==> src/include/conv_config.svh <==
`ifndef CONV_CONFIG_SVH
`define CONV_CONFIG_SVH

////////////////////////////////////////////////////////////////////////////
// layer shape
////////////////////////////////////////////////////////////////////////////

`define CONV_DATA_WIDTH        16  // one fm / weight / bias word
`define CONV_KERNEL            3   // kernel side K
`define CONV_FM_SIZE           8   // input fm side
`define CONV_FM_DEPTH          4   // input depth slices
`define CONV_KERNEL_COUNT      2
`define CONV_STRIDE            1
`define CONV_OUT_SIZE          6   // (FM_SIZE - K) / STRIDE + 1

////////////////////////////////////////////////////////////////////////////
// datapath and memory widths
////////////////////////////////////////////////////////////////////////////

`define CONV_ACC_WIDTH         40  // wide enough for the sum over depth
`define CONV_LAYER_ADDR_WIDTH  19
`define CONV_WEIGHT_ADDR_WIDTH 10

`endif

==> src/logic/conv_pkg.sv <==
`include "conv_config.svh"

package conv_pkg;

    // signed fixed point words
    typedef logic signed [`CONV_DATA_WIDTH-1:0] data_t;
    typedef logic signed [`CONV_ACC_WIDTH-1:0]  acc_t;

    typedef logic [`CONV_LAYER_ADDR_WIDTH-1:0]  layer_addr_t;
    typedef logic [`CONV_WEIGHT_ADDR_WIDTH-1:0] weight_addr_t;

    // tap c sits at bits c*16 upward
    typedef data_t [`CONV_KERNEL-1:0] tap_row_t;

    // one weight RAM word holds a whole K x K slice
    typedef union packed {
        logic [`CONV_KERNEL*`CONV_KERNEL*`CONV_DATA_WIDTH-1:0] flat;  // raw RAM word
        tap_row_t [`CONV_KERNEL-1:0]                           rows;  // row r at r*48
    } weight_slice_u;

endpackage

==> src/logic/window_if.sv <==
`timescale 1ns/100ps
`include "conv_config.svh"

interface window_if;
    import conv_pkg::*;

    logic                        win_valid;    // one cycle per complete window
    tap_row_t [`CONV_KERNEL-1:0] fm_rows;
    weight_slice_u               weights;
    data_t                       bias;         // bias of the current kernel
    logic                        first_depth;
    logic                        last_depth;

    modport fetch (
        output win_valid, fm_rows, weights, bias, first_depth, last_depth
    );

    modport lane (
        input win_valid, fm_rows, weights
    );

    modport accum (
        input win_valid, bias, first_depth, last_depth
    );

endinterface

==> src/logic/depth_accumulate.sv <==
`timescale 1ns/100ps
`include "conv_config.svh"

module depth_accumulate (
    input  logic                             clk,
    input  logic                             convRst,
    input  logic                             start,
    input  conv_pkg::layer_addr_t            out_base,
    window_if.accum                          win,
    input  conv_pkg::acc_t [`CONV_KERNEL-1:0] row_sum,
    input  logic [`CONV_KERNEL-1:0]          row_valid,
    output logic                             out_we,
    output conv_pkg::layer_addr_t            out_addr,
    output conv_pkg::data_t                  out_data
);
    import conv_pkg::*;

    localparam int   K         = `CONV_KERNEL;
    localparam int   OUT_TOTAL = `CONV_KERNEL_COUNT * `CONV_OUT_SIZE * `CONV_OUT_SIZE;
    localparam acc_t SAT_MAX   = acc_t'(2 ** (`CONV_DATA_WIDTH - 1) - 1);
    localparam acc_t SAT_MIN   = acc_t'(-(2 ** (`CONV_DATA_WIDTH - 1)));

    logic        first_q;
    logic        last_q;
    data_t       bias_q;
    acc_t        acc_q;
    acc_t        row_total;
    acc_t        depth_sum;
    acc_t        biased;
    data_t       sat_data;
    logic        write_now;
    layer_addr_t base_q;
    layer_addr_t out_cnt;

    always_comb begin
        row_total = '0;
        for (int r = 0; r < K; r++)
            row_total = row_total + row_sum[r];
    end

    assign depth_sum = first_q ? row_total : acc_q + row_total;  // restart on depth 0
    assign biased    = depth_sum + acc_t'(bias_q);
    assign write_now = row_valid[0] && last_q;

    // clamp to 16 bit signed
    always_comb begin
        if (biased > SAT_MAX)
            sat_data = data_t'(SAT_MAX);
        else if (biased < SAT_MIN)
            sat_data = data_t'(SAT_MIN);
        else
            sat_data = data_t'(biased);
    end

    ////////////////////////////////////////////////////////////////////////////
    // accumulate and write back
    ////////////////////////////////////////////////////////////////////////////

    always_ff @(posedge clk or posedge convRst) begin
        if (convRst) begin
            first_q <= 1'b0;
            last_q  <= 1'b0;
            out_we  <= 1'b0;
            out_cnt <= '0;
        end else begin
            first_q <= win.first_depth;
            last_q  <= win.last_depth;
            out_we  <= write_now;
            if (start)
                out_cnt <= '0;
            else if (write_now)
                out_cnt <= out_cnt + 1'b1;
        end
    end

    always_ff @(posedge clk) begin
        bias_q <= win.bias;
        if (start)
            base_q <= out_base;
        if (row_valid[0])
            acc_q <= depth_sum;
        if (write_now) begin
            out_addr <= base_q + out_cnt;
            out_data <= sat_data;
        end
    end

    // no more writes than the layer has outputs
    a_write_count: assert property (@(posedge clk) disable iff (convRst)
        write_now |-> out_cnt < layer_addr_t'(OUT_TOTAL));

endmodule

==> src/flat_wrapper.sv <==
// flat-port wrapper written by rule: the top's interface ports become plain ports
module depth_accumulate_flat import conv_pkg::*;
  (clk, convRst, start, out_base, row_sum, row_valid, out_we, out_addr, out_data, win_win_valid, win_bias, win_first_depth, win_last_depth);
  window_if win_i ();
  input  logic clk;
  input  logic convRst;
  input  logic start;
  input  conv_pkg::layer_addr_t out_base;
  input  conv_pkg::acc_t [`CONV_KERNEL-1:0] row_sum;
  input  logic [`CONV_KERNEL-1:0] row_valid;
  output logic out_we;
  output conv_pkg::layer_addr_t out_addr;
  output conv_pkg::data_t out_data;
  input wire logic [$bits(win_i.win_valid)-1:0] win_win_valid;
  input wire logic [$bits(win_i.bias)-1:0] win_bias;
  input wire logic [$bits(win_i.first_depth)-1:0] win_first_depth;
  input wire logic [$bits(win_i.last_depth)-1:0] win_last_depth;
  assign win_i.win_valid = win_win_valid;
  assign win_i.bias = win_bias;
  assign win_i.first_depth = win_first_depth;
  assign win_i.last_depth = win_last_depth;
  depth_accumulate u_core (.clk(clk), .convRst(convRst), .start(start), .out_base(out_base), .win(win_i), .row_sum(row_sum), .row_valid(row_valid), .out_we(out_we), .out_addr(out_addr), .out_data(out_data));
endmodule
==> config.mk <==
export PLATFORM = sky130hd
export DESIGN_NAME = depth_accumulate_flat
export DESIGN_NICKNAME = d
export VERILOG_FILES = /design/src/logic/conv_pkg.sv /design/src/logic/window_if.sv /design/src/logic/depth_accumulate.sv /design/src/flat_wrapper.sv
export VERILOG_INCLUDE_DIRS = /design/src /design/src/include
export SDC_FILE = /design/constraint.sdc
export NUM_CORES = 1
export LEC_CHECK = 0
export ABC_AREA = 1
export BUFFER_PORTS_ARGS = -buffer_cell sky130_fd_sc_hd__buf_4
export CELL_PAD_IN_SITES_DETAIL_PLACEMENT = 2
export CELL_PAD_IN_SITES_GLOBAL_PLACEMENT = 2
export CORE_MARGIN = 1
export CORE_UTILIZATION = 25
export CTS_CLUSTER_DIAMETER = 100
export DETAILED_ROUTE_END_ITERATION = 8
export GPL_ROUTABILITY_DRIVEN = 0
export PLACE_DENSITY = 0.69
export SLEW_MARGIN = 40
export SYNTH_ARGS = -nofsm -noshare
export SYNTH_HDL_FRONTEND = slang
export SYNTH_SLANG_ARGS = --single-unit
==> constraint.sdc <==
create_clock -name clk -period 10.6 [get_ports clk]
set_input_delay 0.53 -clock clk [delete_from_list [all_inputs] [get_ports clk]]
set_output_delay 0.53 -clock clk [all_outputs]
set_load 0.005 [all_outputs]
==> results of run 1 <==
metrics by stage:
stage | setup WS [ns] | utilization [%] | hold slack [ns] | cell area [sq um] | power, mW
2_1_floorplan | 4.57 | - | 0.452 | 14600 | 3.68
3_3_place_gp | 2.91 | 29.4 | 0.479 | 17000 | 4.87
3_5_place_dp | 2.62 | 29.4 | 0.499 | 17000 | 5.05
4_1_cts | 3.07 | 30.4 | 0.123 | 17600 | 5.70
5_1_grt | 2.67 | 30.4 | 0.149 | 17600 | 6.19
6_report | 3.13 | 30.4 | 0.125 | 17600 | 5.63
area by class of cell:
class / instances / area, sq um / share of cell area, %
antenna: 1 / 2.50 / 0.0142
clock buffer: 19 / 433 / 2.46
clock inverter: 13 / 150 / 0.855
inverter: 305 / 1140 / 6.52
multi-input combinational: 1649 / 9660 / 55.0
sequential: 132 / 3690 / 21.0
tap: 765 / 957 / 5.45
timing repair buffer: 202 / 1520 / 8.63
power by group through the flow:
stage / registers (mW) / logic (mW) / clock network [mW]
global route: 0.797 / 4.75 / 0.641
floorplan: 0.784 / 2.90 / 0
detailed placement: 0.799 / 4.25 / 0
CTS: 0.789 / 4.28 / 0.625
finish: 0.787 / 4.23 / 0.607
global placement: 0.792 / 4.07 / 0
cells by family (layout without fill, tap and decap cells):
family | count (synthesis) | in the layout
AOI/OAI and AO/OA | 372 | 372
adders and majority gates | 180 | 180
and+or+nand+nor | 1020 | 1020
xor gates and xnor gates | 75 | 75
buffers and inverters | 317 | 539
DFF | 132 | 132
other | 0 | 1
muxes | 2 | 2
Yosys cell counts, types with 7 or more instances:
cell type                  instances  share of area, %
sky130_fd_sc_hd__nand2_1         575                15
sky130_fd_sc_hd__inv_1           301               7.8
sky130_fd_sc_hd__nor2_1          208               5.4
sky130_fd_sc_hd__a21oi_1         175               6.0
sky130_fd_sc_hd__ha_1            137                12
sky130_fd_sc_hd__nand3_1         101               3.5
sky130_fd_sc_hd__edfxtp_1         94                19
sky130_fd_sc_hd__o21ai_0          94               3.2
sky130_fd_sc_hd__xor2_1           54               3.2
sky130_fd_sc_hd__fa_1             43               5.9
sky130_fd_sc_hd__nand2_2          29               1.2
sky130_fd_sc_hd__nor3_1           26              0.89
sky130_fd_sc_hd__nand4_1          24               1.0
sky130_fd_sc_hd__dfrtp_1          22               3.8
sky130_fd_sc_hd__xnor2_1          21               1.3
sky130_fd_sc_hd__a31oi_1          18              0.77
sky130_fd_sc_hd__or2_2            17              0.73
sky130_fd_sc_hd__dfxtp_1          16               2.2
sky130_fd_sc_hd__nor2_2           12              0.52
sky130_fd_sc_hd__o21bai_1         12              0.62
sky130_fd_sc_hd__a21o_1           11              0.57
sky130_fd_sc_hd__o21a_1           11              0.57
sky130_fd_sc_hd__o21ai_1          10              0.34
sky130_fd_sc_hd__a21boi_0          8              0.41
sky130_fd_sc_hd__clkbuf_1          7              0.18
path summary, 6_finish.rpt:
check	cells after the start	slack, ns	end
max in group asynchronous	2	10.08	u_core.first_q$_DFF_PP0_
worst min register to register	1	0.50	u_core.out_cnt[18]$_DFFE_PP0P_
worst max register to register	26	5.12	u_core.out_data[3]$_SDFFCE_PN1P_
worst max-delay path	36	3.13	u_core.out_data[3]$_SDFFCE_PN1P_
worst min-delay path	2	0.13	u_core.first_q$_DFF_PP0_
min in group clk	1	0.17	u_core.bias_q[12]$_DFF_P_
registers in the layout, summed over array words and instances (netlist names):
signal,cells
u_core.acc_q,40
u_core.base_q,19
u_core.out_addr,19
u_core.out_cnt,19
u_core.bias_q,16
u_core.out_data,16
u_core.first_q,1
u_core.last_q,1
u_core.out_we,1
metal layers:
| metal | GRT usage [%] | share of wire, % | vias up |
|---|---|---|---|
| met5 | 0 | 0 | - |
| met4 | 5.68 | 2.3 | 0 |
| met3 | 2.18 | 2.3 | 57 |
| met2 | 37.1 | 53 | 189 |
| met1 | 22.2 | 42 | 7354 |
| li1 | - | - | 7317 |
==> run_summary.xml, run 1 <==
<?xml version="1.0" encoding="UTF-8"?>
<metrics>
  <group name="power_and_ir_drop">
    <metric name="fraction_of_power_consumed_by_the_clock_network" unit="%">10.8</metric>
    <metric name="worst_voltage_drop_across_the_vdd_grid" unit="mV">0.158</metric>
    <metric name="power_leakage" unit="nW">8.44</metric>
    <metric name="power.switching" unit="mW">3.17</metric>
    <metric name="cellInternalPower" unit="mW">2.46</metric>
    <metric name="power.combinational.fraction" unit="%">75.2</metric>
    <metric name="power.density_cell_area" unit="nW/um^2">320</metric>
    <metric name="power_switching_share" unit="%">56.3</metric>
    <metric name="sequentialPowerShare" unit="%">14.0</metric>
  </group>
  <group name="grt">
    <metric name="antenna_violations_before_repair" unit="">0</metric>
    <metric name="grt_pass1_vias" unit="">16800</metric>
    <metric name="grt_start_max_net_pins" unit="">60</metric>
    <metric name="grtUsageTotal" unit="%">19.4</metric>
    <metric name="grt_first_pass_wirelength" unit="um">89600</metric>
    <metric name="grt_remaining_overflow" unit="">0</metric>
  </group>
  <group name="routing">
    <metric name="num_vias" unit="">14900</metric>
    <metric name="post-route-drc-count" unit="">0</metric>
    <metric name="ant_nets" unit="">0</metric>
    <metric name="routed_wire_length_per_instance" unit="um">18.5</metric>
    <metric name="detail_route.first_pass.iterations" unit="">4</metric>
    <metric name="drt_first_iter_violations" unit="">373</metric>
    <metric name="wirelength" unit="um">57000</metric>
    <metric name="vias_per_cell" unit="">4.83</metric>
  </group>
  <group name="synthesis">
    <metric name="yosys_most_used_dff" unit="">sky130_fd_sc_hd__edfxtp_1</metric>
    <metric name="complex_gate_fraction_of_the_synthesized_area" unit="%">14.3</metric>
    <metric name="synth.area.mux_share" unit="%">0.137</metric>
    <metric name="yosys_warnings" unit="">0</metric>
    <metric name="yosysUniqueCellTypes" unit="">54</metric>
    <metric name="syn-mean-instance-area" unit="sq um">6.95</metric>
    <metric name="ys_ff_latch" unit="">132</metric>
    <metric name="syn_inst" unit="">2098</metric>
    <metric name="mappedNetlistNets" unit="">2442</metric>
    <metric name="synth_edf_count" unit="">94</metric>
    <metric name="xor_xnor_share_of_the_synthesized_area" unit="%">4.51</metric>
    <metric name="synth.cell_area" unit="sq um">14600</metric>
    <metric name="synth_simple_gate_area_share" unit="%">29.7</metric>
    <metric name="largest_family_of_logic_cells_by_synthesized_area" unit="">simple AND/OR/NAND/NOR gates</metric>
    <metric name="synth-adder-area-share" unit="%">17.7</metric>
    <metric name="sequential_fraction_of_the_synthesis_area" unit="%">25.3</metric>
    <metric name="synth-async-reset-ratio" unit="%">16.7</metric>
  </group>
  <group name="floorplan">
    <metric name="floorplan.die.width" unit="um">243</metric>
    <metric name="floorplan.core_area" unit="sq um">57700</metric>
    <metric name="dieHeight" unit="um">243</metric>
    <metric name="top_ports" unit="">200</metric>
    <metric name="row_count" unit="">88</metric>
    <metric name="start_util" unit="%">25.3</metric>
    <metric name="die_area" unit="sq um">59300</metric>
  </group>
  <group name="sta">
    <metric name="timing.final.crit_share" unit="%">70.4</metric>
    <metric name="shortest_clock_period_the_worst_path_allows_after_layout" unit="ns">7.47</metric>
    <metric name="setup_tns" unit="ns">0</metric>
    <metric name="final_max_slew_viol_count" unit="">0</metric>
    <metric name="timing_worst_slew_pin_value" unit="ns">0.698</metric>
    <metric name="max_slew_margin" unit="%">53.5</metric>
    <metric name="rsz0062_at_grt" unit="">no</metric>
    <metric name="hold_viol_final" unit="">0</metric>
    <metric name="finClkSkew" unit="ns">0.0154</metric>
    <metric name="max_freq" unit="GHz">0.134</metric>
    <metric name="setup_viol" unit="">0</metric>
  </group>
  <group name="cts">
    <metric name="cts.repair_timing.setup_buffer_count" unit="">0</metric>
    <metric name="cts_max_level" unit="">4</metric>
    <metric name="post_cts_resize_count" unit="">0</metric>
    <metric name="clkTransAtPathRegs" unit="ns">0.06</metric>
    <metric name="cts-hold-fix-buffers" unit="">0</metric>
    <metric name="tritoncts_clock_tree" unit="">yes</metric>
    <metric name="cts_made_buffers" unit="">17</metric>
    <metric name="worstSkewPairLatency" unit="ns">0.46</metric>
    <metric name="ctsRootBufferMaster" unit="">sky130_fd_sc_hd__clkbuf_16</metric>
    <metric name="cts.sink_count" unit="">132</metric>
    <metric name="cts.path.max_buffers" unit="">2</metric>
  </group>
  <group name="layout">
    <metric name="layout.cells.most_common" unit="">sky130_fd_sc_hd__nand2_1</metric>
    <metric name="fillers" unit="">6923</metric>
    <metric name="final_cells" unit="">3086</metric>
    <metric name="layout-drive-gt1-share" unit="%">13.4</metric>
    <metric name="area.growth.synth_to_final" unit="%">20.5</metric>
    <metric name="num-nets-final" unit="">2651</metric>
    <metric name="most-common-layout-cells" unit="">sky130_fd_sc_hd__nand2_1 (575), sky130_fd_sc_hd__inv_1 (300), sky130_fd_sc_hd__nor2_1 (208), sky130_fd_sc_hd__buf_4 (202), sky130_fd_sc_hd__a21oi_1 (175)</metric>
  </group>
  <group name="min_path">
    <metric name="min_path_type" unit="">in2async</metric>
  </group>
  <group name="worst_setup_path">
    <metric name="critPathBufInv" unit="">3</metric>
    <metric name="worstPathRequired" unit="ns">10.79</metric>
    <metric name="timing.critical_path.mode_cell" unit="">sky130_fd_sc_hd__nand2_1</metric>
    <metric name="startpoint" unit="">row_sum[9]</metric>
    <metric name="worstPathArrival" unit="ns">7.66</metric>
    <metric name="startpoint_type" unit="">input pin</metric>
    <metric name="critical-path-top-delay-family" unit="">simple AND/OR/NAND/NOR gates</metric>
    <metric name="worst_r2r_startpoint" unit="">u_core.acc_q[0]$_DFFE_PP_</metric>
    <metric name="setup.worst_path.end_class" unit="">flop</metric>
    <metric name="cpMaxStageDelayCell" unit="">sky130_fd_sc_hd__fa_1</metric>
    <metric name="timing_worst_setup_path_type" unit="">in2reg</metric>
    <metric name="cp_max_fo" unit="">15</metric>
    <metric name="max_incr_delay_on_cp" unit="ns">0.48</metric>
  </group>
  <group name="placed_design">
    <metric name="numPortBuffers" unit="">196</metric>
    <metric name="place_inst" unit="">3053</metric>
    <metric name="post_detailed_placement_half_perimeter_wirelength" unit="um">49500</metric>
  </group>
  <group name="outcome">
    <metric name="status" unit="">finished clean</metric>
  </group>
  <group name="flow_run">
    <metric name="max_cap_viols" unit="">0</metric>
  </group>
</metrics>
Power figures use the tool's default switching activity.
==> run 2: changes to the inputs <==
- PLACE_DENSITY: 0.69 -> 0.71
- clock period: 10.6 -> 6.3 ns (I/O delays scaled with it)
==> run 2 against run 1 <==
Against the previous run: final cell count increased by 16%; combinational power grew to 3.4 times the previous value; the run now ends with negative setup slack left; global-route usage up 5.4 points.
==> run_summary.xml, run 2 (synthesis gave the netlist of run 1 again) <==
<?xml version="1.0" encoding="UTF-8"?>
<metrics>
  <group name="layout">
    <metric name="layout-drive-gt1-share" unit="%">44.2</metric>
    <metric name="final_cells" unit="">3576</metric>
    <metric name="finish.utilization" unit="%">42.4</metric>
    <metric name="num-nets-final" unit="">3141</metric>
    <metric name="max_flop_register" unit="">u_core.acc_q</metric>
    <metric name="stdcell_area" unit="sq um">24400</metric>
    <metric name="layout.cells.most_common" unit="">sky130_fd_sc_hd__buf_4</metric>
    <metric name="area.growth.synth_to_final" unit="%">67.7</metric>
    <metric name="most-common-layout-cells" unit="">sky130_fd_sc_hd__buf_4 (646), sky130_fd_sc_hd__nand2_1 (470), sky130_fd_sc_hd__inv_1 (277), sky130_fd_sc_hd__nor2_1 (126), sky130_fd_sc_hd__nand2_2 (105)</metric>
    <metric name="largest_register_ff_count" unit="">40</metric>
  </group>
  <group name="sta">
    <metric name="whs" unit="ns">0.00703</metric>
    <metric name="max_freq" unit="GHz">0.144</metric>
    <metric name="rsz0062_at_grt" unit="">yes</metric>
    <metric name="worst_slack" unit="ns">-0.665</metric>
    <metric name="final_max_slew_viol_count" unit="">0</metric>
    <metric name="shortest_clock_period_the_worst_path_allows_after_layout" unit="ns">6.96</metric>
    <metric name="timing_worst_slew_pin_value" unit="ns">0.763</metric>
    <metric name="max_slew_margin" unit="%">49.2</metric>
    <metric name="setup_tns" unit="ns">-9.80</metric>
    <metric name="timing.final.crit_share" unit="%">111</metric>
    <metric name="hold_viol_final" unit="">0</metric>
    <metric name="setup_viol" unit="">16</metric>
    <metric name="finClkSkew" unit="ns">0.0179</metric>
  </group>
  <group name="placed_design">
    <metric name="place_inst" unit="">3448</metric>
    <metric name="postPlaceCellArea" unit="sq um">19900</metric>
    <metric name="post_detailed_placement_half_perimeter_wirelength" unit="um">56600</metric>
    <metric name="numPortBuffers" unit="">196</metric>
    <metric name="pre_cts_slack" unit="ns">-0.994</metric>
  </group>
  <group name="floorplan">
    <metric name="dieHeight" unit="um">243</metric>
    <metric name="floorplan.die.width" unit="um">243</metric>
    <metric name="row_count" unit="">88</metric>
    <metric name="top_ports" unit="">200</metric>
    <metric name="die_area" unit="sq um">59300</metric>
    <metric name="start_util" unit="%">25.3</metric>
    <metric name="floorplan.core_area" unit="sq um">57700</metric>
  </group>
  <group name="routing">
    <metric name="routed_wire_length_per_instance" unit="um">27.8</metric>
    <metric name="wirelength" unit="um">99300</metric>
    <metric name="num_vias" unit="">19100</metric>
    <metric name="drt_first_iter_violations" unit="">919</metric>
    <metric name="vias_per_cell" unit="">5.35</metric>
    <metric name="post-route-drc-count" unit="">0</metric>
    <metric name="detail_route.first_pass.iterations" unit="">5</metric>
    <metric name="ant_nets" unit="">0</metric>
  </group>
  <group name="worst_setup_path">
    <metric name="worst_r2r_startpoint" unit="">u_core.acc_q[0]$_DFFE_PP_</metric>
    <metric name="max_incr_delay_on_cp" unit="ns">0.57</metric>
    <metric name="cpMaxStageDelayCell" unit="">sky130_fd_sc_hd__fa_1</metric>
    <metric name="timing_worst_setup_path_type" unit="">in2reg</metric>
    <metric name="worstPathArrival" unit="ns">7.20</metric>
    <metric name="setup.worst_path.end_class" unit="">flop</metric>
    <metric name="regToRegSetupSlack" unit="ns">0.44</metric>
    <metric name="cp_num_cells" unit="">38</metric>
    <metric name="timing.critical_path.to" unit="">u_core.out_data[1]$_SDFFCE_PN1P_</metric>
    <metric name="startpoint" unit="">row_sum[94]</metric>
    <metric name="critical-path-top-delay-family" unit="">simple AND/OR/NAND/NOR gates</metric>
    <metric name="worstRegToRegCells" unit="">32</metric>
    <metric name="startpoint_type" unit="">input pin</metric>
    <metric name="cp_max_fo" unit="">8</metric>
    <metric name="critPathBufInv" unit="">6</metric>
    <metric name="timing.critical_path.mode_cell" unit="">sky130_fd_sc_hd__nand2_1</metric>
    <metric name="r2r_end" unit="">u_core.out_data[1]$_SDFFCE_PN1P_</metric>
    <metric name="worstPathRequired" unit="ns">6.53</metric>
  </group>
  <group name="outcome">
    <metric name="failed_checks" unit="">negative setup slack</metric>
    <metric name="status" unit="">complete, but fails checks</metric>
  </group>
  <group name="grt">
    <metric name="grt_start_max_net_pins" unit="">41</metric>
    <metric name="grtUsageTotal" unit="%">24.8</metric>
    <metric name="grt_first_pass_wirelength" unit="um">114000</metric>
    <metric name="antenna_violations_before_repair" unit="">0</metric>
    <metric name="grt_remaining_overflow" unit="">0</metric>
    <metric name="grt_pass1_vias" unit="">20500</metric>
  </group>
  <group name="min_path">
    <metric name="min_path_type" unit="">in2reg</metric>
    <metric name="hold_start" unit="">out_base[5]</metric>
  </group>
  <group name="cts">
    <metric name="cts_max_level" unit="">4</metric>
    <metric name="cts_made_buffers" unit="">17</metric>
    <metric name="ctsRootBufferMaster" unit="">sky130_fd_sc_hd__clkbuf_16</metric>
    <metric name="worstSkewPairLatency" unit="ns">0.49</metric>
    <metric name="clkTransAtPathRegs" unit="ns">0.08</metric>
    <metric name="cts.sink_count" unit="">132</metric>
    <metric name="tritoncts_clock_tree" unit="">yes</metric>
    <metric name="cts.path.max_buffers" unit="">2</metric>
  </group>
  <group name="power_and_ir_drop">
    <metric name="worst_voltage_drop_across_the_vdd_grid" unit="mV">0.303</metric>
    <metric name="power_leakage" unit="nW">11.3</metric>
    <metric name="power.density_cell_area" unit="nW/um^2">686</metric>
    <metric name="total_power" unit="mW">16.8</metric>
  </group>
  <group name="flow_run">
    <metric name="max_cap_viols" unit="">0</metric>
  </group>
</metrics>
## run 2: cell types whose count changed in the layout (fill, tap and decap cells not counted), sizes merged
cell         previous run  this run
buf                   202       655
bufinv                  2         1
clkbuf                 19        18
clkinv                  6         5
clkinvlp                1         2
dlygate4sd3             0        35
inv                   309       311
nand2                 606       607
nand3                 107       108
## run 2: worst min-delay path by stage
stage,endpoint,slack [ns],depth (start not counted)
after floorplan,u_core.first_q$_DFF_PP0_,0.30,1
after global placement,u_core.bias_q[8]$_DFF_P_,0.42,1
after detailed placement,u_core.first_q$_DFF_PP0_,0.42,2
after CTS,u_core.base_q[18]$_DFFE_PP_,0.0004,1
after global routing,u_core.base_q[18]$_DFFE_PP_,0.002,1
final,u_core.base_q[5]$_DFFE_PP_,0.007,1
## run 2: layout make-up
class	instances	area, sq um
Fill cell	6473	33300
Multi-Input combinational cell	1651	12700
Timing Repair Buffer	690	5320
Sequential cell	132	3690
Inverter	305	1140
Tap cell	765	957
Clock buffer	18	429
Clock inverter	14	146
Antenna cell	1	2.50
## run 2: what timing repair did
action | 4_1_cts | 5_1_grt
endpoints found under the setup margin | 16 | 16
setup buffers | 15 | 44
hold buffers | 35 | 0
endpoints found under the hold margin | 56 | 0
gates cloned | 2 | 0
pin swaps | 36 | 162
resized for setup | 182 | 492
## run 2: where the power goes
group	total [mW]	leakage (nW)	internal, mW	switching [mW]
registers	1.41	1.34	1.25	0.152
clock network	1.09	0.276	0.557	0.533
logic	14.3	9.67	5.66	8.62
## run 2: metal layers
metal / global-route usage [%] / wire length, um / share of wire [%]
met4: 11.3 / 7860 / 7.9
met1: 25.6 / 34600 / 35
met5: 0 / 0 / 0
met2: 49.0 / 53300 / 54
met3: 2.85 / 3600 / 3.6
==> run 3: changes to the inputs <==
- CORE_UTILIZATION: 25 -> 35
- PLACE_DENSITY: 0.71 -> 0.9
- clock period: 6.3 -> 8.22 ns (I/O delays scaled with it)
==> run 3 against run 2 <==
Against the previous run: the flow now finishes without violations; critical path depth is the same; sequential power shrank 27%; worst hold slack gained 0.015 ns; clock skew grew 0.0049 ns; core utilization shrank 0.086 points; combinational power shrank 58%; clock power shrank 20%; final cell count shrank 20%; critical path type unchanged; count of clock-buffer cells in the layout is the same; die area shrank 28%; sequential share of layout area grew 6.2 points; flip-flop and latch count is the same.
==> run_summary.xml, run 3 (synthesis gave the netlist of run 1 again) <==
<?xml version="1.0" encoding="UTF-8"?>
<metrics>
  <group name="sta">
    <metric name="worst_slack" unit="ns">0.530</metric>
    <metric name="hold_viol_final" unit="">0</metric>
    <metric name="setup_viol" unit="">0</metric>
    <metric name="max_slew_margin" unit="%">46.5</metric>
    <metric name="shortest_clock_period_the_worst_path_allows_after_layout" unit="ns">7.69</metric>
    <metric name="timing_worst_slew_pin_value" unit="ns">0.794</metric>
    <metric name="timing.final.crit_share" unit="%">93.6</metric>
    <metric name="max_freq" unit="GHz">0.130</metric>
    <metric name="rsz0062_at_grt" unit="">no</metric>
    <metric name="finClkSkew" unit="ns">0.0228</metric>
    <metric name="final_max_slew_viol_count" unit="">0</metric>
    <metric name="setup_tns" unit="ns">0</metric>
  </group>
  <group name="worst_setup_path">
    <metric name="max_incr_delay_on_cp" unit="ns">0.49</metric>
    <metric name="worstPathArrival" unit="ns">7.90</metric>
    <metric name="r2r_end" unit="">u_core.out_data[7]$_SDFFCE_PN1P_</metric>
    <metric name="setup.worst_path.end_class" unit="">flop</metric>
    <metric name="cp_max_fo" unit="">15</metric>
    <metric name="worstPathRequired" unit="ns">8.43</metric>
    <metric name="cpMaxStageDelayCell" unit="">sky130_fd_sc_hd__fa_1</metric>
    <metric name="startpoint_type" unit="">input pin</metric>
    <metric name="timing.critical_path.mode_cell" unit="">sky130_fd_sc_hd__nand2_1</metric>
    <metric name="worstRegToRegCells" unit="">29</metric>
    <metric name="timing_worst_setup_path_type" unit="">in2reg</metric>
    <metric name="worst_r2r_startpoint" unit="">u_core.acc_q[0]$_DFFE_PP_</metric>
    <metric name="regToRegSetupSlack" unit="ns">2.56</metric>
  </group>
  <group name="cts">
    <metric name="cts.path.max_buffers" unit="">2</metric>
    <metric name="cts.sink_count" unit="">132</metric>
    <metric name="cts.repair_timing.setup_buffer_count" unit="">0</metric>
    <metric name="ctsRootBufferMaster" unit="">sky130_fd_sc_hd__clkbuf_16</metric>
    <metric name="post_cts_resize_count" unit="">0</metric>
    <metric name="tritoncts_clock_tree" unit="">yes</metric>
    <metric name="cts_max_level" unit="">4</metric>
    <metric name="cts_made_buffers" unit="">17</metric>
    <metric name="clkTransAtPathRegs" unit="ns">0.08</metric>
    <metric name="worstSkewPairLatency" unit="ns">0.47</metric>
    <metric name="cts-hold-fix-buffers" unit="">0</metric>
  </group>
  <group name="layout">
    <metric name="most-common-layout-cells" unit="">sky130_fd_sc_hd__nand2_1 (575), sky130_fd_sc_hd__inv_1 (300), sky130_fd_sc_hd__nor2_1 (208), sky130_fd_sc_hd__buf_4 (200), sky130_fd_sc_hd__a21oi_1 (175)</metric>
    <metric name="area.growth.synth_to_final" unit="%">18.7</metric>
    <metric name="layout-drive-gt1-share" unit="%">13.5</metric>
    <metric name="fillers" unit="">4879</metric>
    <metric name="finish.utilization" unit="%">42.3</metric>
    <metric name="num-nets-final" unit="">2649</metric>
    <metric name="stdcell_area" unit="sq um">17300</metric>
    <metric name="layout.cells.most_common" unit="">sky130_fd_sc_hd__nand2_1</metric>
    <metric name="largest_register_ff_count" unit="">40</metric>
    <metric name="max_flop_register" unit="">u_core.acc_q</metric>
  </group>
  <group name="power_and_ir_drop">
    <metric name="cellInternalPower" unit="mW">3.21</metric>
    <metric name="power_leakage" unit="nW">8.45</metric>
    <metric name="power.combinational.fraction" unit="%">76.0</metric>
    <metric name="fraction_of_power_consumed_by_the_clock_network" unit="%">11.0</metric>
    <metric name="power.switching" unit="mW">4.74</metric>
    <metric name="sequentialPowerShare" unit="%">13.0</metric>
    <metric name="worst_voltage_drop_across_the_vdd_grid" unit="mV">0.228</metric>
    <metric name="power.density_cell_area" unit="nW/um^2">459</metric>
    <metric name="total_power" unit="mW">7.95</metric>
    <metric name="power_switching_share" unit="%">59.6</metric>
  </group>
  <group name="outcome">
    <metric name="status" unit="">finished clean</metric>
  </group>
  <group name="routing">
    <metric name="wirelength" unit="um">70700</metric>
    <metric name="vias_per_cell" unit="">5.76</metric>
    <metric name="drt_first_iter_violations" unit="">985</metric>
    <metric name="ant_nets" unit="">0</metric>
    <metric name="detail_route.first_pass.iterations" unit="">5</metric>
    <metric name="num_vias" unit="">16400</metric>
    <metric name="post-route-drc-count" unit="">0</metric>
    <metric name="routed_wire_length_per_instance" unit="um">24.8</metric>
  </group>
  <group name="floorplan">
    <metric name="top_ports" unit="">200</metric>
    <metric name="row_count" unit="">74</metric>
    <metric name="floorplan.die.width" unit="um">206</metric>
    <metric name="dieHeight" unit="um">206</metric>
    <metric name="die_area" unit="sq um">42500</metric>
    <metric name="start_util" unit="%">35.6</metric>
    <metric name="floorplan.core_area" unit="sq um">40900</metric>
  </group>
  <group name="placed_design">
    <metric name="numPortBuffers" unit="">196</metric>
    <metric name="pre_cts_slack" unit="ns">0.340</metric>
    <metric name="post_detailed_placement_half_perimeter_wirelength" unit="um">52900</metric>
    <metric name="postPlaceCellArea" unit="sq um">16700</metric>
  </group>
  <group name="grt">
    <metric name="grt_remaining_overflow" unit="">0</metric>
    <metric name="antenna_violations_before_repair" unit="">3</metric>
    <metric name="grt_first_pass_wirelength" unit="um">107000</metric>
    <metric name="grt_pass1_vias" unit="">18800</metric>
    <metric name="grt_start_max_net_pins" unit="">60</metric>
    <metric name="grtUsageTotal" unit="%">33.3</metric>
  </group>
  <group name="flow_run">
    <metric name="max_cap_viols" unit="">0</metric>
  </group>
  <group name="min_path">
    <metric name="min_path_type" unit="">in2async</metric>
  </group>
</metrics>
-- run 3: final cells by class --
cell class	instances	area, sq um	share of cell area [%]
tap	532	666	3.85
timing repair buffer	200	1500	8.68
clock buffer	18	439	2.54
sequential	132	3690	21.4
clock inverter	14	179	1.03
multi-input combinational	1649	9670	55.9
antenna	2	5.00	0.0289
inverter	305	1140	6.62
-- run 3: how the worst max path moves through the flow --
stage,end,slack [ns],startpoint,cells after the start
2_1_floorplan,u_core.out_data[9]$_SDFFCE_PN1P_,2.30,row_sum[3],37
3_3_place_gp,u_core.out_data[11]$_SDFFCE_PN1P_,0.79,row_sum[1],41
3_5_place_dp,u_core.out_data[3]$_SDFFCE_PN1P_,0.34,row_sum[1],40
4_1_cts,u_core.out_data[9]$_SDFFCE_PN1P_,0.51,row_sum[1],40
5_1_grt,u_core.out_data[7]$_SDFFCE_PN1P_,0.12,row_sum[6],41
6_report,u_core.out_data[9]$_SDFFCE_PN1P_,0.53,row_sum[9],38
-- run 3: metal layers --
metal,GRT usage [%],vias up,part of all wire (%)
met4,18.3,0,5.6
met5,0,-,0
met3,4.65,232,4.8
met1,37.4,8264,39
met2,60.3,591,50
li1,-,7328,-
-- run 3: worst max-delay path: cells and delay by family --
family          cells  cell delay, ns
buf+inv             4            0.41
fa+ha+maj           4            1.64
xor+xnor            1            0.40
compound gates     14            3.20
simple gates       15            1.81
-- run 3: through the flow --
stage,cells,hold WS (ns)
floorplan,2098,0.400
CTS,2850,0.0272
finish,2852,0.0219
global placement,2818,0.481
global route,2851,0.0389
detailed placement,2818,0.494
-- run 3: power groups by stage --
| stage | clock (mW) | combinational (mW) | sequential [mW] |
|---|---|---|---|
| 2_1_floorplan | 0 | 3.73 | 1.01 |
| 3_3_place_gp | 0 | 5.11 | 1.02 |
| 3_5_place_dp | 0 | 5.59 | 1.03 |
| 4_1_cts | 0.875 | 5.90 | 1.03 |
| 5_1_grt | 0.897 | 6.48 | 1.04 |
| 6_report | 0.877 | 6.04 | 1.03 |
